==> src/core_pkg.sv <==
package core_pkg;

   // machine sizes
   localparam int data_w   = 16;
   localparam int preg_num = 64;
   localparam int preg_w   = 6;

   // reorder buffer is 64 deep
   localparam int rob_w    = 6;

   // one data word on every lane
   typedef logic [data_w-1:0] data_t;

   // physical register number
   typedef logic [preg_w-1:0] preg_t;

   // index handed back with each completion
   typedef logic [rob_w-1:0] rob_idx_t;

endpackage

==> src/mult_unit.sv <==
`timescale 1ns/1ps

module mult_unit (
   input  logic               clk,
   input  logic               arst_n,
   input  logic               vld,
   input  core_pkg::rob_idx_t idx,
   input  core_pkg::preg_t    dst,
   input  logic               reg_wrt,
   input  core_pkg::data_t    op1,
   input  core_pkg::data_t    op2,
   output logic               done,
   output core_pkg::rob_idx_t done_idx,
   output core_pkg::data_t    result,
   output logic               wr_en,
   output core_pkg::preg_t    wr_addr
);

   // operand capture stage
   logic               s1_vld;
   core_pkg::rob_idx_t s1_idx;
   core_pkg::preg_t    s1_dst;
   logic               s1_wrt;
   core_pkg::data_t    s1_a;
   core_pkg::data_t    s1_b;

   // product stage
   logic               s2_vld;
   core_pkg::rob_idx_t s2_idx;
   core_pkg::preg_t    s2_dst;
   logic               s2_wrt;
   core_pkg::data_t    s2_prod;

   logic               out_wrt;

   always_ff @(posedge clk or negedge arst_n) begin
      if (!arst_n) begin
         s1_vld <= 1'b0;
         s2_vld <= 1'b0;
         done   <= 1'b0;
      end else begin
         s1_vld <= vld;
         s2_vld <= s1_vld;
         done   <= s2_vld;
      end
   end

   always_ff @(posedge clk) begin
      if (vld) begin
         s1_idx <= idx;
         s1_dst <= dst;
         s1_wrt <= reg_wrt;
         s1_a   <= op1;
         s1_b   <= op2;
      end
      if (s1_vld) begin
         s2_idx  <= s1_idx;
         s2_dst  <= s1_dst;
         s2_wrt  <= s1_wrt;
         // only the low half of the product is kept
         s2_prod <= s1_a * s1_b;
      end
      if (s2_vld) begin
         done_idx <= s2_idx;
         wr_addr  <= s2_dst;
         out_wrt  <= s2_wrt;
         result   <= s2_prod;
      end
   end

   assign wr_en = done & out_wrt;

endmodule

==> config.mk <==
export PLATFORM = sky130hd
export DESIGN_NAME = mult_unit
export DESIGN_NICKNAME = d
export VERILOG_FILES = /design/src/core_pkg.sv /design/src/mult_unit.sv
export SDC_FILE = /design/constraint.sdc
export NUM_CORES = 1
export LEC_CHECK = 0
export ABC_AREA = 1
export BUFFER_PORTS_ARGS = -buffer_cell sky130_fd_sc_hd__clkbuf_2
export CAP_MARGIN = 30
export CORE_MARGIN = 5
export CORE_UTILIZATION = 39
export DETAILED_ROUTE_END_ITERATION = 10
export GPL_ROUTABILITY_DRIVEN = 0
export HOLD_SLACK_MARGIN = 0.06
export PLACE_DENSITY = 0.58
export SKIP_LAST_GASP = 1
export SLEW_MARGIN = 20
export SYNTH_ARGS = -nofsm -noshare
export SYNTH_HDL_FRONTEND = slang
export SYNTH_SLANG_ARGS = --single-unit
export TNS_END_PERCENT = 1
==> constraint.sdc <==
create_clock -name clk -period 7.2 [get_ports clk]
set_clock_uncertainty 0.15 [all_clocks]
set_input_delay 0.72 -clock clk [delete_from_list [all_inputs] [get_ports clk]]
set_output_delay 0.72 -clock clk [all_outputs]
set_load 0.01 [all_outputs]
Yosys cells after proc, flatten, opt, wreduce, memory -nomap -nowiden --
Cells that the tools add are included.
Word-level totals: register bits 106, input port bits 48, word-level logic and storage cells 18
Cells by class: multiply operators 1, bitwise logic cells 1
Operator list (count):
- 16-bit by 16-bit multiplier with 16-bit output | 1
- 1-bit bitwise AND | 1

Logic depth before layout (Yosys ltp) --
depth after elaboration 1, gate-level depth with buffers 28, depth with buffers taken out 27

Worst setup path after synthesis --
OpenSTA, ideal clock, no wires.
path kind reg-to-reg, start point reg s1_b[1], end point reg s2_prod[14] (data pin), library setup time 258 ps, data arrival time 4921 ps, required time 6792 ps, slack 1871 ps, cell stages (with the launch flop) 22, period minus slack after synthesis 5329 ps, path through edfxtp_1 -> clkbuf_1 -> nand2_1 -> fa_1 -> fa_1 -> inv_1 -> fa_1 -> inv_1 -> fa_1 -> inv_1 -> fa_1 -> inv_1 -> fa_1 -> inv_1 -> ha_1 -> nand2_1 -> o21ai_1 -> nand2_1 -> a21oi_1 -> nor2_1 -> nand2_1 -> nand2_1
Between the ends: word-level cells in the longest chain between the ends 1
RTL lines:
- from (decl) | RTL line mult_unit.sv:25 | core_pkg::data_t s1_b;
- from (signal assigned) | RTL line mult_unit.sv:54 | s1_b <= op2;
- 16-bit by 16-bit multiplier with 16-bit output | RTL line mult_unit.sv:61 | s2_prod <= s1_a * s1_b;
- to (signal assigned) | RTL line mult_unit.sv:61
- to (decl) | RTL line mult_unit.sv:32 | core_pkg::data_t s2_prod;
Every way passes these cells. A chain may end at the register's enable or synchronous reset.

Final worst setup path --
start point reg s1_a[7], end point reg s2_prod[15] (data pin)
Between the ends: word-level cells in the longest chain between the ends 1
RTL lines:
- from (decl) | RTL line mult_unit.sv:24 | core_pkg::data_t s1_a;
- from (signal assigned) | RTL line mult_unit.sv:53 | s1_a <= op1;
- 16-bit by 16-bit multiplier with 16-bit output | RTL line mult_unit.sv:61
Every way passes these cells.

==> impl_metrics.toml <==
[outcome]
status = "complete, no violations"

[grt]
grt_usage = 0.136
antenna_found_initial = 0
grt_max_degree = 47
grt_pass1_vias = 4765
grt_pass1_wl_um = 23600
grt.overflow.total = 0

[clocking]
htreeDepth = 3
clockRootBuffer = "clkbuf_16"
cts_tree = "yes"
clockBufferDepth = 2
clkTransAtPathRegs_ns = 0.07
clk_latency_ns = 0.36
numCtsBuffers = 9
cts_resized = 0
cts_sinks = 106

[drt]
drt.antenna.violating_nets = 0
vias = 4568
wirelength_um = 13500
drc = 0
viasPerCell = 4.40
drt-pass1-iter-count = 4
drtIter0Drc = 176
wire_per_inst_um = 13.0

[power_and_ir_drop]
power_switching_uw = 1570
p_int_uw = 2080
power_density_nw_per_um2 = 434
cellLeakagePower_uw = 0.00436
ir_worst_vdd_mv = 0.371
clkPwrFrac = 0.142
seq_power_share = 0.261
p_sw_frac = 0.431
p_comb_frac = 0.597

[synth]
syn_inst = 729
synth.area.mux_share = 0
syn_area_um2 = 7480
synthSimpleGateAreaFrac = 0.128
synth.yosys.seq_area_share = 0.423
syn-num-nets = 906
yosysUniqueCellTypes = 25
synth_xor_area_frac = 0.0232
yosysWarnings = 0
synthArstFlopShare = 0.0283
syn_area_per_cell_um2 = 10.3
synth_compound_area_frac = 0.0135
ys.flop_type = "edfxtp_1"
synth_seq_cells = 106
synth_fa_ha_area_frac = 0.296
synth-edff-count = 103
synth_top_family_by_area = "adder cells"

[cells_and_area]
area_growth_pct = 12.4
n_fill_cell = 1786
nets = 977
drive_above_1_share = 0.135
num_antenna_cells = 0
fin_cells = 1039
fin_util = 0.448

[critical_path]
crit_type = "flip-flop to flip-flop"
cp_data_required_time_ns = 7.17
r2r_end = "s2_prod[15]"
crit_path_end_kind = "flip-flop"
critPathLaunchType = "flip-flop"
crit_arrival_ns = 5.48
regToRegSetupSlack_ns = 1.69
reg2reg_from = "s1_a[7]"
cp_max_fo = 10
r2r_cells = 18

[min_path]
worstHoldStart = "s2_prod[1]"
hold_depth = 0
hold_path_class = "flip-flop to flip-flop"
hold_end = "result[1]"

[floorplan]
core.rowCount = 50
die_h_um = 149
core_um2 = 18800
dieArea_um2 = 22100
start_util = 0.399
die_w_um = 149
ios = 78

[placed_design]
dp_slack_ns = 1.72
io_buffers = 77
hpwlAfterDp_um = 10700
dp.cells = 1022

[timing]
setup-violations-final = 0
finalSetupTns_ns = 0
setup_ws_ns = 1.69
report.final.slew_viol_count = 0
final_hold_viol_count = 0
period_minus_slack_ns = 5.51
holdWs_ns = 0.268
fmax_ghz = 0.182
post-route-period-util = 0.765
slew_headroom = 0.583
worst_slew_pin_slew_ns = 0.625
rsz0062_at_grt = "no"

[flow_run]
cap_violations = 0
how the worst max path moves through the flow:
stage	from	slack, ns	to	cells past startpoint
global route	s1_a[5]	1.34	s2_prod[15]	18
floorplan	s1_b[1]	1.87	s2_prod[14]	21
detailed placement	s1_b[1]	1.72	s2_prod[15]	18
CTS	s1_b[1]	1.70	s2_prod[15]	18
global placement	s1_b[1]	1.75	s2_prod[14]	20
finish	s1_a[7]	1.69	s2_prod[15]	18
synthesized netlist by cell type, types with 4 or more instances:
cell,instances,area share
nand3_1,17,0.011
xnor2_1,9,0.011
clkbuf_1,12,0.0060
nand2_1,196,0.098
xor2_1,9,0.011
o21ai_0,4,0.0027
nand2_2,8,0.0067
buf_4,8,0.0080
edfxtp_1,103,0.41
inv_1,200,0.10
nor2_1,5,0.0025
a21oi_1,10,0.0067
ha_1,49,0.082
fa_1,80,0.21
nand3b_1,4,0.0040
power by group through the flow:
stage,sequential (uW),combinational (uW),clock (uW)
2_1_floorplan,948,1730,0
3_3_place_gp,964,2160,0
3_5_place_dp,967,2200,0
4_1_cts,953,2210,538
5_1_grt,965,2630,562
6_report,953,2180,518
area by class of cell:
type | instances | area, um^2 | share of cell area
inverter | 201 | 754 | 0.0897
sequential | 106 | 3170 | 0.377
tap | 234 | 293 | 0.0348
timing repair buffer | 82 | 425 | 0.0506
multi-input combinational | 400 | 3440 | 0.410
clock buffer | 9 | 225 | 0.0268
clock inverter | 7 | 98.8 | 0.0118
cell families after synthesis:
group | Yosys count
DFF | 106
buffers and inverters | 223
and+or+nand+nor | 233
AOI/OAI and AO/OA | 19
xor gates and xnor gates | 19
adders and majority gates | 129
state kept, by name (all words and copies together) (netlist names):
| register | count |
|---|---|
| s1_dst | 6 |
| s2_idx | 6 |
| s2_prod | 16 |
| done | 1 |
| out_wrt | 1 |
| result | 16 |
| s2_vld | 1 |
| s2_dst | 6 |
| s2_wrt | 1 |
| s1_a | 16 |
| s1_b | 16 |
| s1_idx | 6 |
| s1_vld | 1 |
| done_idx | 6 |
| s1_wrt | 1 |
| wr_addr | 6 |
worst max-delay path, stage by stage, from the launching register on:
cell	delay, ns
edfxtp_1	0.64
nand2_1	0.14
fa_1	0.51
inv_1	0.06
fa_1	0.50
inv_1	0.05
fa_1	0.49
fa_1	0.52
fa_1	0.52
fa_1	0.59
inv_1	0.06
ha_1	0.35
inv_1	0.07
nor3_1	0.24
nand3_1	0.11
nand3_1	0.11
inv_1	0.05
nand3_1	0.07
nand2_1	0.05
metrics by stage:
stage                     area (um^2)  total power [uW]
after floorplan                  7480              2680
after global placement           8080              3120
after detailed placement         8080              3160
after CTS                        8410              3700
after global routing             8410              4160
final                            8410              3650
cells in the final DEF (no fill, tap or decap), drive strengths merged, types with 4 or more instances in the layout:
cell type,instances
xnor2,9
clkbuf,86
o21ai,5
nor2,5
fa,80
xor2,10
buf,4
nand3,18
a21oi,10
ha,49
edfxtp,103
inv,203
nand2,204
nand3b,5
routing by layer:
layer,global-route usage,part of all wire,vias to the layer above
met4,0.0383,0.019,0
met1,0.181,0.46,2149
met3,0.0293,0.041,17
li1,-,-,2314
met2,0.226,0.48,88
met5,0,0,-
timing repair:
item / in CTS / in global routing
hold endpoints to repair: 3 / 0
hold buffers: 1 / 0
setup buffers: 0 / 0
Note: power is estimated with default switching activity, not from simulation.
