`src/alu_pkg.sv`:
```
package alu_pkg;

   localparam int alu_mode_w = 3;

   // shifts only use the low bits of the second operand
   localparam int shamt_w = 4;

   typedef enum logic [alu_mode_w-1:0] {
      alu_add = 3'd0,
      alu_sub = 3'd1,
      alu_and = 3'd2,
      alu_or  = 3'd3,
      alu_xor = 3'd4,
      alu_shl = 3'd5,
      // logical shift with zero fill
      alu_shr = 3'd6,
      // signed compare giving 0 or 1
      alu_slt = 3'd7
   } alu_mode_t;

   // issue to done latency in cycles
   localparam int alu_lat  = 2;
   localparam int mult_lat = 3;

endpackage

```
`src/core_pkg.sv`:
```
package core_pkg;

   // machine sizes
   localparam int data_w   = 16;
   localparam int preg_num = 64;
   localparam int preg_w   = 6;

   // reorder buffer is 64 deep
   localparam int rob_w    = 6;

   // one data word on every lane
   typedef logic [data_w-1:0] data_t;

   // physical register number
   typedef logic [preg_w-1:0] preg_t;

   // index handed back with each completion
   typedef logic [rob_w-1:0] rob_idx_t;

endpackage

```
`src/alu_operand_stage.sv`:
```
`timescale 1ns/1ps

module alu_operand_stage (
   input  logic               clk,
   input  logic               arst_n,
   input  logic               vld,
   input  core_pkg::rob_idx_t idx,
   input  core_pkg::preg_t    dst,
   input  logic               reg_wrt,
   input  core_pkg::data_t    op1,
   input  core_pkg::data_t    op2,
   input  core_pkg::data_t    imm,
   input  logic               imm_vld,
   input  logic               ldi,
   input  logic               inv_rt,
   input  alu_pkg::alu_mode_t mode,
   output logic               ex_vld,
   output core_pkg::rob_idx_t ex_idx,
   output core_pkg::preg_t    ex_dst,
   output logic               ex_reg_wrt,
   output core_pkg::data_t    ex_a,
   output core_pkg::data_t    ex_b,
   output alu_pkg::alu_mode_t ex_mode
);

   core_pkg::data_t    rt_sel;
   core_pkg::data_t    a_nxt;
   core_pkg::data_t    b_nxt;
   alu_pkg::alu_mode_t mode_nxt;

   // immediate takes the place of rt
   assign rt_sel = imm_vld ? imm : op2;

   always_comb begin
      if (ldi) begin
         // ldi becomes imm + 0
         a_nxt    = imm;
         b_nxt    = '0;
         mode_nxt = alu_pkg::alu_add;
      end else begin
         a_nxt    = op1;
         b_nxt    = inv_rt ? ~rt_sel : rt_sel;
         mode_nxt = mode;
      end
   end

   always_ff @(posedge clk or negedge arst_n) begin
      if (!arst_n) begin
         ex_vld <= 1'b0;
      end else begin
         ex_vld <= vld;
      end
   end

   // payload only moves with a valid issue
   always_ff @(posedge clk) begin
      if (vld) begin
         ex_idx     <= idx;
         ex_dst     <= dst;
         ex_reg_wrt <= reg_wrt;
         ex_a       <= a_nxt;
         ex_b       <= b_nxt;
         ex_mode    <= mode_nxt;
      end
   end

endmodule

```
`config.mk`:
```
export PLATFORM = sky130hd
export DESIGN_NAME = alu_operand_stage
export DESIGN_NICKNAME = d
export VERILOG_FILES = /design/src/alu_pkg.sv /design/src/core_pkg.sv /design/src/alu_operand_stage.sv
export SDC_FILE = /design/constraint.sdc
export NUM_CORES = 1
export LEC_CHECK = 0
export ABC_AREA = 1
export BUFFER_PORTS_ARGS = -buffer_cell sky130_fd_sc_hd__buf_2
export CELL_PAD_IN_SITES_DETAIL_PLACEMENT = 0
export CELL_PAD_IN_SITES_GLOBAL_PLACEMENT = 2
export CORE_ASPECT_RATIO = 0.7
export CORE_MARGIN = 5
export CORE_UTILIZATION = 23
export CTS_CLUSTER_SIZE = 28
export DETAILED_ROUTE_END_ITERATION = 16
export PLACE_DENSITY_LB_ADDON = 0.1
export SLEW_MARGIN = 40
export SYNTH_ARGS = -nofsm -noshare
export SYNTH_HDL_FRONTEND = slang
export SYNTH_SLANG_ARGS = --single-unit
```
`constraint.sdc`:
```
create_clock -name clk -period 0.8 [get_ports clk]
set_input_delay 0.04 -clock clk [delete_from_list [all_inputs] [get_ports clk]]
set_output_delay 0.04 -clock clk [all_outputs]
set_load 0.05 [all_outputs]
```
Yosys cells after proc, flatten, opt, wreduce, memory -nomap -nowiden. Index checks and enable logic that the tools add are counted.

Order comparisons: 0. Multiplexer cells: 3. Multiply operators: 0. Add/sub/neg operators: 0. Divide/modulo/power cells: 0. Reductions and logical operators: 0. Shift operators: 0. Bitwise gates (word level): 1. Eq/ne operators: 0.

Operator list (count): two-way mux 16 bit (3); inverter 16 bit (1).

Bits in latches: 0. Memory bits (writable): 0. Word-level logic and storage cells: 11. Memories: 0. Bits in registers: 49. ROM bits: 0. Input port bits: 70. Output and inout bits: 49.

Depth between registers and ports, before layout.
Depth in word-level cells: 3. Mapped depth: 7. Mapped depth without buffers: 5.

Least setup slack after synthesis. OpenSTA, ideal clock, no wires.

Path kind: input to register. Start point: input imm_vld. End point: register ex_b[10] (data pin). Data arrival time: 0.546 ns. Library setup time: 0.255 ns. Buffers on the path: 2. Stages on the path: 6. Slack: 0.000 ns. Data required time: 0.545 ns. Cell sequence: buf_6 -> inv_8 -> buf_12 -> nand2_2 -> a21oi_1 -> nor2_1.

Longest elaborated chain between the ends: 3.

RTL lines: start: declaration (RTL line alu_operand_stage.sv:13) `input logic imm_vld,`; two-way mux 16 bit (*) (RTL line alu_operand_stage.sv:32) `assign rt_sel = imm_vld ? imm : op2;`; inverter 16 bit (RTL line alu_operand_stage.sv:42) `b_nxt = inv_rt ? ~rt_sel : rt_sel;`; two-way mux 16 bit (*) (RTL line alu_operand_stage.sv:42); end signal: assignment (RTL line alu_operand_stage.sv:62) `ex_b <= b_nxt;`; end: declaration (RTL line alu_operand_stage.sv:22) `output core_pkg::data_t ex_b,`.

Mark *: on every way between the ends. The rest lies on a longest branch, timed or not. A chain may end at the register's enable or synchronous reset.

Final worst setup path.
Start point: register ex_b[5]. End point: output ex_b[5].

No word-level cell between the ends.

==> impl_summary.txt <==
----------------------------------------------------
[Critical path]
  Critical path capture point type ... primary output
  Longest individual stage delay on the worst path ... 420 ps
  Critical path startpoint category ... flop
  WP data required ... 760 ps
  Worst Path Max Fanout ... 1
  Cell Chain, Critical Path ... buf_6
  CP max stage cell ... edfxtp_1
  Number of cells on the critical path ... 1
  Cell family with most CP delay ... flip-flops
  Category of the critical setup timing path ... flop to primary output
  Startpoint of the most critical setup path ... ex_b[5]
  WP buf/inv ... 1
  Arrival time reported for the critical path endpoint ... 880 ps

[Power]
  Worst ir drop on vdd ... 0.6962 mV
  Sum of internal, switching and leakage power ... 7.867 mW
  Static leakage ... 1.664 nW
  PD cells ... 2170 nW/um^2

[Synth]
  Multiplexer fraction of the synthesized cell area ... 0%
  Number of instances in the synthesized netlist ... 213
  Compound-Gate Fraction of Synth Area ... 3.649%
  Simple logic cell fraction of the synthesized area ... 24.46%
  Adder and majority cell fraction of the synthesized area ... 0%
  Post-Synthesis Net Count ... 283
  Mapped cell area ... 2195 sq um
  Number of synthesized register bits ... a little under 50
  Warnings, synthesis ... 0
  Count of distinct cell types in the synthesized netlist ... 13
  Dominant combinational cell family by area after synthesis ... simple AND/OR/NAND/NOR gates
  Share of the yosys chip area belonging to registers ... 66.82%
  Average footprint of a synthesized cell ... 10.30 sq um
  Xor-xnor portion of the synthesized cell area ... 0%

[Routing]
  Number of DRC markers in iteration 0 ... 74
  Total number of vias ... between 1500 and 2000
  Post-Route WL ... roughly 6700 um
  Number of vias per cell after detailed routing ... 3.989
  Total DRC errors in the routed layout ... 0
  First drt pass iteration count ... 4
  Routed len/inst ... 14.17 um
  Count of nets left with antenna violations after detail routing ... 0

[STA]
  Share of the clock period used by the worst path ... 115.1%
  Tightest slew margin relative to the limit ... 89.00%
  Achievable Freq ... 1086 MHz
  Final setup margin ... -121.1 ps
  Slew @ Worst Pin ... 165.0 ps
  Post-Route Hold Slack ... 14.39 ps
  Max-slew violations ... 0
  Final count of negative-setup-slack endpoints ... 49
  Final hold viol count ... 0
  Unrepaired setup endpoints after global routing ... true
  Clock period minus final worst setup slack ... 921.1 ps

[Layout]
  Post-Route Utilization ... 39.50%
  Layout-stage area growth over the synthesis result ... 65.22%
  Share of final-layout standard cells stronger than drive strength 1 ... 41.60%
  Most used cells in the layout excluding fill and tap cells ... 86 x nand2_1, 69 x buf_2, 49 x buf_6, 48 x edfxtp_1, 19 x nor2_1
  Net count, final ... 420
  Leading cell type in the layout, fill and taps excluded ... nand2_1
  Antenna Diode Count ... 0

[Global routing]
  Wire length of the first global-routing pass ... 10470 um
  Grt ovf ... 0
  Global-route usage over all layers ... 11.51%
  Busiest grt layer ... met2
  Global-route met2 utilization ... 18.84%
  Grt met3 use ... 4.472%
  Met1 routing resource usage after global routing ... 14.52%
  Maximum number of pins on one net before global-route repair ... 33
  Antenna violations before repair ... 0
  Via count of the first global-routing pass ... 1963

[Worst hold path]
  Class of the tightest hold or removal check ... input port to flop
  Worst min-delay path endpoint ... ex_a[15]
  Worst hold start ... op1[15]
  Worst hold path stage count ... 3

[Die]
  I/O Pins ... 119
  Floorplan die width ... 126.8 um
  Placeable core area ... 9180 sq um
  Die ar. ... 11630 sq um
  DIE HEIGHT ... 91.73 um
  Starting density of the core ... between 20% and 30%
  Cell Rows ... 29

[Clock network]
  Maximum level of the CTS H-tree ... 2
  Clock root buffer ... clkbuf_16
  Number of buffers created by CTS ... 5
  TritonCTS clock tree ... built
  Register clock-pin slew on the reported worst setup and hold paths ... around 70 ps
  Clk sinks ... 49
  Number of setup buffers added after CTS ... 0
  CTS max path bufs ... 2

[Outcome]
  Failing checks ... negative setup slack
  Outcome ... complete, but fails checks

[Place]
  Total half-perimeter wirelength after legalization and detailed placement ... 4902 um
  Placer congestion estimate ... around 0.69
  IO Port Bufs ... 118

[Run]
  Number of max-cap violations ... 0

----------------------------------------------------
## power breakdown
group | switching (mW) | internal, mW
registers | 0.105 | 3.08
logic | 1.22 | 0.732
clock network | 0.937 | 1.79
## cells by family (layout without fill, tap and decap cells)
family / Yosys count / in the layout
compound gates: 16 / 16
buf+inv: 17 / 155
flops: 49 / 49
simple gates: 131 / 131
## cell usage after synthesis (all sizes together)
| library cell | instances | area share [%] |
|---|---|---|
| clkbuf | 1 | 0.17 |
| nor2 | 19 | 3.2 |
| nand3 | 16 | 3.6 |
| edfxtp | 48 | 66 |
| a21oi | 16 | 3.6 |
| nand2 | 96 | 18 |
| inv | 6 | 1.4 |
| buf | 10 | 3.5 |
| dfrtp | 1 | 1.1 |
## worst max path at each step
stage / slack (ps) / to
finish: -120 / ex_b[5]
global route: -160 / ex_b[15]
CTS: -140 / ex_b[15]
detailed placement: -110 / ex_b[5]
global placement: -110 / ex_b[1]
floorplan: -0.5 / ex_b[10]
## repair_timing
item | 4_1_cts | 5_1_grt
setup endpoints to repair | 49 | 49
endpoints found under the hold margin | 14 | 0
hold buffers | 14 | 0
resized for setup | 98 | 0
## registers in the layout (all words and copies together), names as in the netlist
name / cells
ex_a: 16
ex_b: 16
ex_dst: 6
ex_idx: 6
ex_mode: 3
ex_reg_wrt: 1
ex_vld: 1
## cell type report
cell class	count	area, sq um
clock inverter	3	65.06
timing repair buffer	141	1167
tap	124	155.1
inverter	6	30.03
clock buffer	5	125.1
multi-input combinational	147	616.8
fill	915	5554
sequential	49	1466
## layer usage
metal / share of wire (%) / vias to the layer above / wire [um]
met5: 0 / - / 0
met4: 0.70 / 0 / 47
met3: 7.1 / 5 / 480
met2: 46 / 55 / 3084
met1: 46 / 854 / 3117
li1: - / 981 / -
## per-stage QoR
step           TNS, ps  worst slack, ps  area, sq um  std cells
2_1_floorplan   -4.777          -0.4777         2195        213
3_3_place_gp     -1505           -108.3         2989        453
3_5_place_dp     -1567           -108.8         2989        453
4_1_cts          -4693           -136.8         3626        475
5_1_grt          -5706           -157.7         3626        475
6_report         -3882           -121.1         3626        475
(Power assumes the default switching activity.)
