File: config.mk
export PLATFORM = sky130hd
export DESIGN_NAME = alu_unit
export DESIGN_NICKNAME = d
export VERILOG_FILES = /design/src/alu_pkg.sv /design/src/core_pkg.sv /design/src/alu_unit.sv
export SDC_FILE = /design/constraint.sdc
export NUM_CORES = 1
export LEC_CHECK = 0
export BUFFER_PORTS_ARGS = -buffer_cell sky130_fd_sc_hd__buf_2
export CAP_MARGIN = 20
export CORE_MARGIN = 10
export CORE_UTILIZATION = 30
export CTS_CLUSTER_DIAMETER = 30
export CTS_CLUSTER_SIZE = 16
export DETAILED_ROUTE_END_ITERATION = 8
export MAX_ROUTING_LAYER = met4
export PLACE_DENSITY_LB_ADDON = 0.05
export SLEW_MARGIN = 25
export SYNTH_ARGS = -nofsm -noshare
export SYNTH_HDL_FRONTEND = slang
export SYNTH_SLANG_ARGS = --single-unit
export TNS_END_PERCENT = 1
File: constraint.sdc
create_clock -name clk -period 1.35 [get_ports clk]
set_clock_uncertainty 0.05 [all_clocks]
set_input_delay 0.27 -clock clk [delete_from_list [all_inputs] [get_ports clk]]
set_output_delay 0.27 -clock clk [all_outputs]
set_load 0.05 [all_outputs]
File: src/alu_pkg.sv
package alu_pkg;

   localparam int alu_mode_w = 3;

   // shifts only use the low bits of the second operand
   localparam int shamt_w = 4;

   typedef enum logic [alu_mode_w-1:0] {
      alu_add = 3'd0,
      alu_sub = 3'd1,
      alu_and = 3'd2,
      alu_or  = 3'd3,
      alu_xor = 3'd4,
      alu_shl = 3'd5,
      // logical shift with zero fill
      alu_shr = 3'd6,
      // signed compare giving 0 or 1
      alu_slt = 3'd7
   } alu_mode_t;

   // issue to done latency in cycles
   localparam int alu_lat  = 2;
   localparam int mult_lat = 3;

endpackage

File: src/core_pkg.sv
package core_pkg;

   // machine sizes
   localparam int data_w   = 16;
   localparam int preg_num = 64;
   localparam int preg_w   = 6;

   // reorder buffer is 64 deep
   localparam int rob_w    = 6;

   // one data word on every lane
   typedef logic [data_w-1:0] data_t;

   // physical register number
   typedef logic [preg_w-1:0] preg_t;

   // index handed back with each completion
   typedef logic [rob_w-1:0] rob_idx_t;

endpackage

File: src/alu_unit.sv
`timescale 1ns/1ps

module alu_unit (
   input  logic               clk,
   input  logic               arst_n,
   input  logic               vld,
   input  core_pkg::rob_idx_t idx,
   input  core_pkg::preg_t    dst,
   input  logic               reg_wrt,
   input  core_pkg::data_t    a,
   input  core_pkg::data_t    b,
   input  alu_pkg::alu_mode_t mode,
   output logic               done,
   output core_pkg::rob_idx_t done_idx,
   output core_pkg::data_t    result,
   output logic               wr_en,
   output core_pkg::preg_t    wr_addr
);

   core_pkg::data_t             alu_out;
   logic [alu_pkg::shamt_w-1:0] shamt;
   logic                        wrt_q;
   logic                        lt;

   assign shamt = b[alu_pkg::shamt_w-1:0];
   assign lt    = $signed(a) < $signed(b);

   always_comb begin
      case (mode)
         alu_pkg::alu_add: alu_out = a + b;
         alu_pkg::alu_sub: alu_out = a - b;
         alu_pkg::alu_and: alu_out = a & b;
         alu_pkg::alu_or:  alu_out = a | b;
         alu_pkg::alu_xor: alu_out = a ^ b;
         alu_pkg::alu_shl: alu_out = a << shamt;
         alu_pkg::alu_shr: alu_out = a >> shamt;
         alu_pkg::alu_slt: alu_out = {{(core_pkg::data_w-1){1'b0}}, lt};
         default:          alu_out = '0;
      endcase
   end

   always_ff @(posedge clk or negedge arst_n) begin
      if (!arst_n) begin
         done <= 1'b0;
      end else begin
         done <= vld;
      end
   end

   always_ff @(posedge clk) begin
      if (vld) begin
         result   <= alu_out;
         done_idx <= idx;
         wr_addr  <= dst;
         wrt_q    <= reg_wrt;
      end
   end

   // done still fires when nothing is written
   assign wr_en = done & wrt_q;

endmodule

## Yosys cells after proc, flatten, opt, wreduce, memory -nomap -nowiden

Index checks and enable logic that the tools add are counted.

- Input port bits: 51
- Logic and storage cells: 23
- Output and inout port bits: 30
- Register bits after elaboration: 30

- Reductions and logical operators: 1
- Multiplexer cells: 1
- Bitwise logic cells: 4
- Shift-type cells: 2
- Add/subtract/negate cells: 2
- Eq/ne operators: 7
- Magnitude comparators: 1

Operators by type and width:

| cell | number |
|---|---|
| $pmux 16 s8 | 1 |
| $add 16x16->16 | 1 |
| $and 16x16->16 | 1 |
| $lt 16x16->1 | 1 |
| $or 16x16->16 | 1 |
| $shl 16x4->16 | 1 |
| $shr 16x4->16 | 1 |
| $sub 16x16->16 | 1 |
| $xor 16x16->16 | 1 |
| $eq 3x3->1 const B | 4 |
| $eq 3x2->1 const B | 2 |
| $eq 3x1->1 const B | 1 |
| $logic_not 3->1 | 1 |
| $and 1x1->1 | 1 |

## Logic depth before layout (Yosys ltp)

Gate-level depths: netlist (run 1).

- Word-level depth: 2
- Depth in mapped cells: 13
- Gate-level depth less buffers: 10

## Worst setup path before layout (run 1)

No wires, ideal clock.

- Path type: input-to-reg
- Start point: in b[2]
- End point: reg result[14], data pin
- Required time: 1.028 ns
- Library setup time: 0.272 ns
- Path slack: -1.827 ns
- Arrival time: 2.855 ns
- Path buffers: 3
- Stages on the path: 12
- Cells stage by stage: inv_1 -> clkbuf_1 -> clkbuf_1 -> ha_1 -> buf_2 -> o21bai_1 -> a211oi_1 -> o31ai_1 -> a41o_1 -> nand3b_1 -> a41oi_1 -> or4b_1

- Cells in the longest elaborated chain, start to end: 2
- Elaborated cells between the ends (all ways): 5
- Classes of those cells: add/sub (2); shift (2); mux (1)

RTL lines:

| element | RTL line | source |
|---|---|---|
| start, declared | alu_unit.sv:11 | `input core_pkg::data_t b,` |
| $sub 16x16->16 (tied with other cells) | alu_unit.sv:31 | `alu_pkg::alu_sub: alu_out = a - b;` |
| $pmux 16 s8 (*) | alu_unit.sv:29 | `case (mode)` |
| via alu_out[14] | alu_unit.sv:20 | `core_pkg::data_t alu_out;` |
| end signal, assigned | alu_unit.sv:52 | `result <= alu_out;` |
| end, declared | alu_unit.sv:15 | `output core_pkg::data_t result,` |

The timed path passes the listed nets; every way through them passes the cells marked *.
A chain may end at the register's enable or synchronous reset.

## Worst setup path after layout (run 1)

- Start point: in b[0]
- End point: reg result[14], data pin

The elaborated chain is that of the path after synthesis.

==> key figures, run 1 <==
Cells and area
  – Cell area after layout: around 0.0074 mm2
  – Register area: about 900 um2
  – Count of nets after finishing: between 900 and 1,000
  – Inserted Diodes: 0
  – Relative area change from synthesis to final layout: 63.36%
  – Multi-input gate area in the final layout: 0.003598 mm2
  – Fill count: 1,438
  – Core utilization of the finished layout: 0.5032
  – Share of post-route cells with drive strength above 1: 0.4778

Logic synthesis
  – Post-synth top area cell: sky130_fd_sc_hd__edfxtp_1
  – Ys flop type: sky130_fd_sc_hd__edfxtp_1
  – Top cell type's share of synthesized area: 0.1931
  – Share of the yosys chip area belonging to registers: 0.1986
  – Post-synthesis register bit count: 30
  – Leading cell types by total area after synthesis: sky130_fd_sc_hd__edfxtp_1, sky130_fd_sc_hd__ha_1, sky130_fd_sc_hd__a21oi_1, sky130_fd_sc_hd__mux2i_1, sky130_fd_sc_hd__mux4_2
  – Library cells used by synthesis: about 70
  – Mapped Avg Cell Area: between 7 and 8 um2
  – Post-synth EDFFs: 29
  – Cell count after synthesis: ~570
  – Net count of the mapped netlist: around 670
  – Netlist area before placement: between 0.004 and 0.005 mm2
  – Proportion of synthesized flip-flops having asynchronous set or reset: 0.03333
  – Synth warnings: 0

Place
  – Worst slack after detailed placement: -1669 ps
  – Routability-driven placement congestion ratio: ~0.94
  – Post-detailed-placement half-perimeter wirelength: roughly 18,000 um
  – Port Buffer Count: 80
  – Area of placed instances: ~0.007 mm2

Timing
  – Unrepaired setup endpoints after global routing: yes
  – Worst hold slack: 111.6 ps
  – Worst slew pin tran: approximately 550 ps
  – Final Hold Fails: 0
  – Final setup violation count: 16
  – Fmax: 0.3950 GHz
  – Relative slew slack: 0.6360
  – Final setup margin: -1181 ps
  – Share of the clock period used by the worst path after layout: 1.875
  – Count of pins over their slew limit: 0
  – Shortest period the worst path allows: around 2500 ps

Routing
  – Number of nets still failing antenna checks after routing: 0
  – Total length of routed wires: 20,920 um
  – DRC: 0
  – Via density per instance: 5.497
  – Vias after detailed routing: ~5,700
  – Number of iterations in the first detailed-routing pass: 5
  – Iteration-0 DRC Markers: about 600
  – Routed length per placed instance: around 20 um

GRT
  – Antenna violations before repair: 0
  – Wire length of the first global-routing pass: approximately 32,000 um
  – Aggregate global-route resource usage: 0.2062
  – Via count of the first global-routing pass: 5,688
  – GRT Residual Overflow: 0
  – Pin count of the biggest net entering global routing: 31

Setup path
  – Critical Path Source Type: input port
  – Data required time of the critical path: 1330 ps
  – Crit Path Category: input port to flip-flop
  – Kind of capture point of the worst setup path: flip-flop
  – Worst EP arrival: roughly 2500 ps
  – Largest fanout of any net on the critical path: 2

Clocking
  – CTS tree: built
  – Max Root-Sink Buffers: 2
  – Clock root buffer: sky130_fd_sc_hd__clkbuf_16
  – # clock sinks: 30
  – H-tree Lvls: 2
  – Number of buffers created by CTS: 5
  – Clock slew at the register clock pins of the worst setup and hold paths: 60 ps

Outcome
  – Run status: finished with violations
  – Violations in the final reports: negative setup slack

Floorplan
  – Std cell rows: 44
  – Num ports: 81
  – Core region area: 0.01464 mm2
  – Die span in y: 142.6 um
  – Area enclosed by the die boundary: roughly 0.020 mm2
  – Horizontal die dimension: 142.6 um
  – Initial core utilization: 0.3080

Power
  – Cell Pwr Density: a little over 700 mW/mm2
  – Overall power consumption: between 5 and 6 mW
  – Leakage power summed over all cells: 3.434 nW
  – Worst supply voltage drop on vdd: 0.5253 mV

Run
  – Max-cap violations: 0

Min path
  – HP Class: input port to flip-flop
-- worst max-delay path: stages --
cell and delay [ps]:
sky130_fd_sc_hd__buf_8 100, sky130_fd_sc_hd__ha_4 160, sky130_fd_sc_hd__fa_2 360, sky130_fd_sc_hd__o21bai_4 180, sky130_fd_sc_hd__a211oi_4 90, sky130_fd_sc_hd__o31ai_2 220
sky130_fd_sc_hd__buf_4 150, sky130_fd_sc_hd__a41o_1 180, sky130_fd_sc_hd__nand3b_1 150, sky130_fd_sc_hd__a41oi_2 170, sky130_fd_sc_hd__or4b_4 470
-- layout make-up --
class / instances / share of cell area
flip-flops and latches: 30 / 0.1216
well taps: 184 / 0.03124
repair buffers: 324 / 0.3150
inverters: 45 / 0.02377
clock buffers: 7 / 0.01936
clock inverters: 1 / 0.0006792
multi-input cells: 449 / 0.4884
-- registers in the layout, indices dropped and copies added (netlist names) --
register,flops
result,16
done_idx,6
wr_addr,6
done,1
wrt_q,1
-- cell families (layout without fill, tap and decap cells) --
family,Yosys count,count (layout),synth area share
xor gates and xnor gates,6,6,0.01165
AOI/OAI and AO/OA,202,202,0.3013
adders and majority gates,51,51,0.1448
DFF,30,30,0.1986
buffers and inverters,86,377,0.07684
muxes,30,30,0.08987
and+or+nand+nor,160,160,0.1770
-- cell usage after synthesis, types with 5 or more instances --
| cell | n |
|---|---|
| sky130_fd_sc_hd__a211o_1 | 6 |
| sky130_fd_sc_hd__a211oi_1 | 18 |
| sky130_fd_sc_hd__a21o_1 | 7 |
| sky130_fd_sc_hd__a21oi_1 | 44 |
| sky130_fd_sc_hd__a22oi_1 | 13 |
| sky130_fd_sc_hd__a31oi_1 | 5 |
| sky130_fd_sc_hd__buf_2 | 13 |
| sky130_fd_sc_hd__clkbuf_1 | 24 |
| sky130_fd_sc_hd__edfxtp_1 | 29 |
| sky130_fd_sc_hd__ha_1 | 49 |
| sky130_fd_sc_hd__inv_1 | 43 |
| sky130_fd_sc_hd__mux2i_1 | 18 |
| sky130_fd_sc_hd__mux4_2 | 8 |
| sky130_fd_sc_hd__nand2_1 | 33 |
| sky130_fd_sc_hd__nand2b_1 | 5 |
| sky130_fd_sc_hd__nand3_1 | 15 |
| sky130_fd_sc_hd__nor2_1 | 48 |
| sky130_fd_sc_hd__nor2b_1 | 9 |
| sky130_fd_sc_hd__nor3_1 | 14 |
| sky130_fd_sc_hd__nor4_1 | 5 |
| sky130_fd_sc_hd__o211ai_1 | 6 |
| sky130_fd_sc_hd__o21ai_0 | 34 |
| sky130_fd_sc_hd__o221ai_1 | 6 |
| sky130_fd_sc_hd__o22ai_1 | 16 |
-- placed cells by master, fill, tap and decap left out, types with 5 or more instances in the layout --
master                      count
sky130_fd_sc_hd__o21ai_1        6
sky130_fd_sc_hd__nor2_1        47
sky130_fd_sc_hd__a21oi_2        8
sky130_fd_sc_hd__edfxtp_1      29
sky130_fd_sc_hd__buf_2         76
sky130_fd_sc_hd__a211o_1        6
sky130_fd_sc_hd__ha_4           7
sky130_fd_sc_hd__nor4_1         5
sky130_fd_sc_hd__clkbuf_16      5
sky130_fd_sc_hd__a21oi_1       36
sky130_fd_sc_hd__o221ai_1       6
sky130_fd_sc_hd__nor2b_1        8
sky130_fd_sc_hd__nand2b_1       5
sky130_fd_sc_hd__o21ai_0       25
sky130_fd_sc_hd__mux2i_1       17
sky130_fd_sc_hd__ha_1          40
sky130_fd_sc_hd__o211ai_1       6
sky130_fd_sc_hd__inv_1         38
sky130_fd_sc_hd__mux4_2         8
sky130_fd_sc_hd__nand2_1       33
sky130_fd_sc_hd__a21o_1         7
sky130_fd_sc_hd__o22ai_1       14
sky130_fd_sc_hd__a211oi_1      13
sky130_fd_sc_hd__buf_4        238
sky130_fd_sc_hd__nor3_1        13
sky130_fd_sc_hd__a22oi_1       12
sky130_fd_sc_hd__nand3_1       14
-- metrics by stage --
step	setup TNS [ps]	std cells
finish	-13970	1040
global route	-15510	1040
CTS	-13710	1036
detailed placement	-21180	1022
global placement	-21380	1022
floorplan	-14940	565
-- worst paths after layout --
check	startpoint	to	slack, ps	cells past startpoint
min	idx[2]	done_idx[2]$_DFFE_PP_	110	1
max	b[0]	result[14]$_DFFE_PP_	-1180	11
max in group asynchronous	arst_n	done$_DFF_PN0_	910	2
min in group asynchronous	arst_n	done$_DFF_PN0_	260	2
-- per-layer routing --
| layer | GRT usage | routed length, um | up-vias |
|---|---|---|---|
| met5 | - | 0 | - |
| met4 | 0.04560 | 363 | 0 |
| met3 | 0.03118 | 1490 | 31 |
| met2 | 0.3332 | 9648 | 203 |
| met1 | 0.2670 | 9418 | 2767 |
| li1 | - | - | 2716 |
-- where the power goes --
part,switching [mW],internal (mW),leakage (nW),total (mW)
combinational,1.67,1.29,3.07,2.96
clock,0.400,0.729,0.0739,1.13
sequential,0.0236,1.15,0.294,1.17
-- what timing repair did --
item	4_1_cts	5_1_grt
setup endpoints to repair	16	16
hold endpoints to repair	1	0
setup buffers	5	4
pin swaps	11	12
resized for setup	50	29
hold buffers	1	0
Power figures use the tool's default switching activity.
==> run 2, diff against run 1 <==
clock period = 3.15 ns   (was 1.35 ns; I/O delays follow)
==> run 2 against run 1 <==
  * The run now ends clean
  * Combinational power down 65%
  * Flip-flop and latch count unchanged
  * First-iteration DRC count down 28%
  * Critical path depth unchanged
==> key figures, run 2 (synthesized netlist as in run 1, its figures left out) <==
Outcome
  – Run status: completed

Setup path
  – Cell at the slowest stage of the critical path: sky130_fd_sc_hd__a2111o_1
  – Worst EP arrival: just over 3000 ps
  – Crit Path Category: input port to flip-flop
  – Largest stage delay, worst path: roughly 470 ps
  – Data required time of the critical path: 3110 ps
  – Beginning of the critical path: b[2]
  – Family with the most delay on the worst path: compound AO/OA/AOI/OAI gates
  – Critical Path Source Type: input port
  – Largest fanout of any net on the critical path: 6
  – Ordered cell list for the critical path: buf_2 -> inv_1 -> ha_1 -> buf_4 -> nor3_1 -> o21ai_1 -> a21oi_1 -> a211o_1 -> a211oi_1 -> o32ai_1 -> a2111o_1
  – Number of buffer and inverter stages on the critical path: 3
  – Kind of capture point of the worst setup path: flip-flop

Min path
  – HP Class: input port to async pin

Cells and area
  – Cell area after layout: 0.005998 mm2
  – Register area: roughly 900 um2
  – Count of nets after finishing: 819
  – Fill count: around 1,600
  – Biggest register: result
  – Final cell count without fillers: 902
  – Multi-input gate area in the final layout: ~0.0033 mm2
  – Share of post-route cells with drive strength above 1: 0.3148
  – Relative area change from synthesis to final layout: 32.98%
  – Registers with the most flip-flops: result: 16 flops, done_idx: 6 flops, wr_addr: 6 flops
  – Most common cell after layout, fill and taps aside: sky130_fd_sc_hd__buf_4
  – Inserted Diodes: 0
  – Largest register FFs: 16
  – Most used cells in the layout excluding fill and tap cells: sky130_fd_sc_hd__buf_4, sky130_fd_sc_hd__buf_2, sky130_fd_sc_hd__nor2_1

Floorplan
  – Initial core utilization: 0.3080
  – Die span in y: 142.6 um
  – Std cell rows: 44
  – Core region area: roughly 0.015 mm2
  – Area enclosed by the die boundary: ~0.020 mm2
  – Num ports: slightly above 80
  – Horizontal die dimension: 142.6 um

Routing
  – Vias after detailed routing: 5,168
  – Number of iterations in the first detailed-routing pass: 5
  – Routed length per placed instance: around 22 um
  – Iteration-0 DRC Markers: approximately 430
  – Number of nets still failing antenna checks after routing: 0
  – Total length of routed wires: between 20,000 and 25,000 um
  – Via density per instance: ~5.7
  – DRC: 0

GRT
  – GRT Residual Overflow: 0
  – Via count of the first global-routing pass: 5,100
  – Aggregate global-route resource usage: 0.1950
  – Antenna violations before repair: 0
  – Met3 global-route usage: 0.02355
  – GR Util met1: 0.2624
  – Layer carrying the most global-route usage: met2
  – Met2 track utilization from global routing: 0.2943
  – Pin count of the biggest net entering global routing: 31
  – Wire length of the first global-routing pass: 29,930 um

Timing
  – Final Hold Fails: 0
  – Share of the clock period used by the worst path after layout: 0.9799
  – Worst slew pin tran: 894.7 ps
  – Count of pins over their slew limit: 0
  – Unrepaired setup endpoints after global routing: no
  – Shortest period the worst path allows: 3087 ps
  – Fmax: roughly 0.32 GHz
  – Relative slew slack: 0.4013
  – Final setup violation count: 0
  – Setup TNS after final layout: 0 ps

Power
  – Cell Pwr Density: 345.9 mW/mm2
  – Leakage power summed over all cells: 2.720 nW
  – Worst supply voltage drop on vdd: slightly above 0.2 mV
  – Combinational Power Share: 0.502
  – Overall power consumption: 2.075 mW
  – Fraction of power consumed by sequential logic: 0.242
  – Switching power as a share of total power: 0.3997
  – Proportion of power drawn by the clock network: 0.257
  – Net switching component of the power: 829.2 uW
  – P_int: between 1 and 1.5 mW

Clocking
  – Clock root buffer: sky130_fd_sc_hd__clkbuf_16
  – CTS tree: built
  – Max Root-Sink Buffers: 2
  – # clock sinks: 30
  – Number of buffers created by CTS: 5
  – Clock slew at the register clock pins of the worst setup and hold paths: ~60 ps
  – H-tree Lvls: 2
  – Total of hold buffers inserted after clock tree synthesis: 0

Place
  – Port Buffer Count: 80
  – Area of placed instances: ~0.0058 mm2
  – Post-detailed-placement half-perimeter wirelength: 16,870 um
  – Routability-driven placement congestion ratio: between 0.9 and 1
  – Placed Cells: slightly below 900

Run
  – Max-cap violations: 0
[run 2: power by group through the flow]
stage                     clock network (mW)  registers, mW  logic, mW
after global routing                   0.566          0.507       1.11
after global placement                     0          0.509       1.03
after CTS                              0.549          0.502       1.02
after floorplan                            0          0.659      0.453
after detailed placement                   0          0.510       1.02
final                                  0.533          0.501       1.04
[run 2: how the worst max path moves through the flow]
| stage | cells past startpoint | end |
|---|---|---|
| after floorplan | 12 | result[14]$_DFFE_PP_ |
| after global placement | 11 | result[15]$_DFFE_PP_ |
| after detailed placement | 12 | result[14]$_DFFE_PP_ |
| after CTS | 12 | result[14]$_DFFE_PP_ |
| after global routing | 11 | result[13]$_DFFE_PP_ |
| final | 11 | result[13]$_DFFE_PP_ |
[run 2: metal layers]
| layer | share of wire | vias to the layer above |
|---|---|---|
| li1 | - | 2435 |
| met1 | 0.47 | 2457 |
| met2 | 0.43 | 237 |
| met3 | 0.068 | 39 |
| met4 | 0.032 | 0 |
| met5 | 0 | - |
[run 2: stage by stage]
step                  util  worst slack [ps]  hold slack (ps)
global route        0.4096             1.191            61.64
floorplan                -            -12.39            284.4
finish              0.4096             63.24            73.05
global placement    0.3952            -303.5            355.7
CTS                 0.4080             38.55            63.40
detailed placement  0.3952            -356.0            355.9
[run 2: repair_timing]
action / 4_1_cts / 5_1_grt
setup endpoints to repair: 2 / 4
pin swaps: 2 / 5
setup buffers: 0 / 0
resized for setup: 5 / 5
[run 2: layout make-up]
cell class,instances,area share
clock buffers,5,0.02086
clock inverters,3,0.006675
inverters,45,0.02816
multi-input cells,449,0.5544
flip-flops and latches,30,0.1494
well taps,184,0.03838
repair buffers,186,0.2021
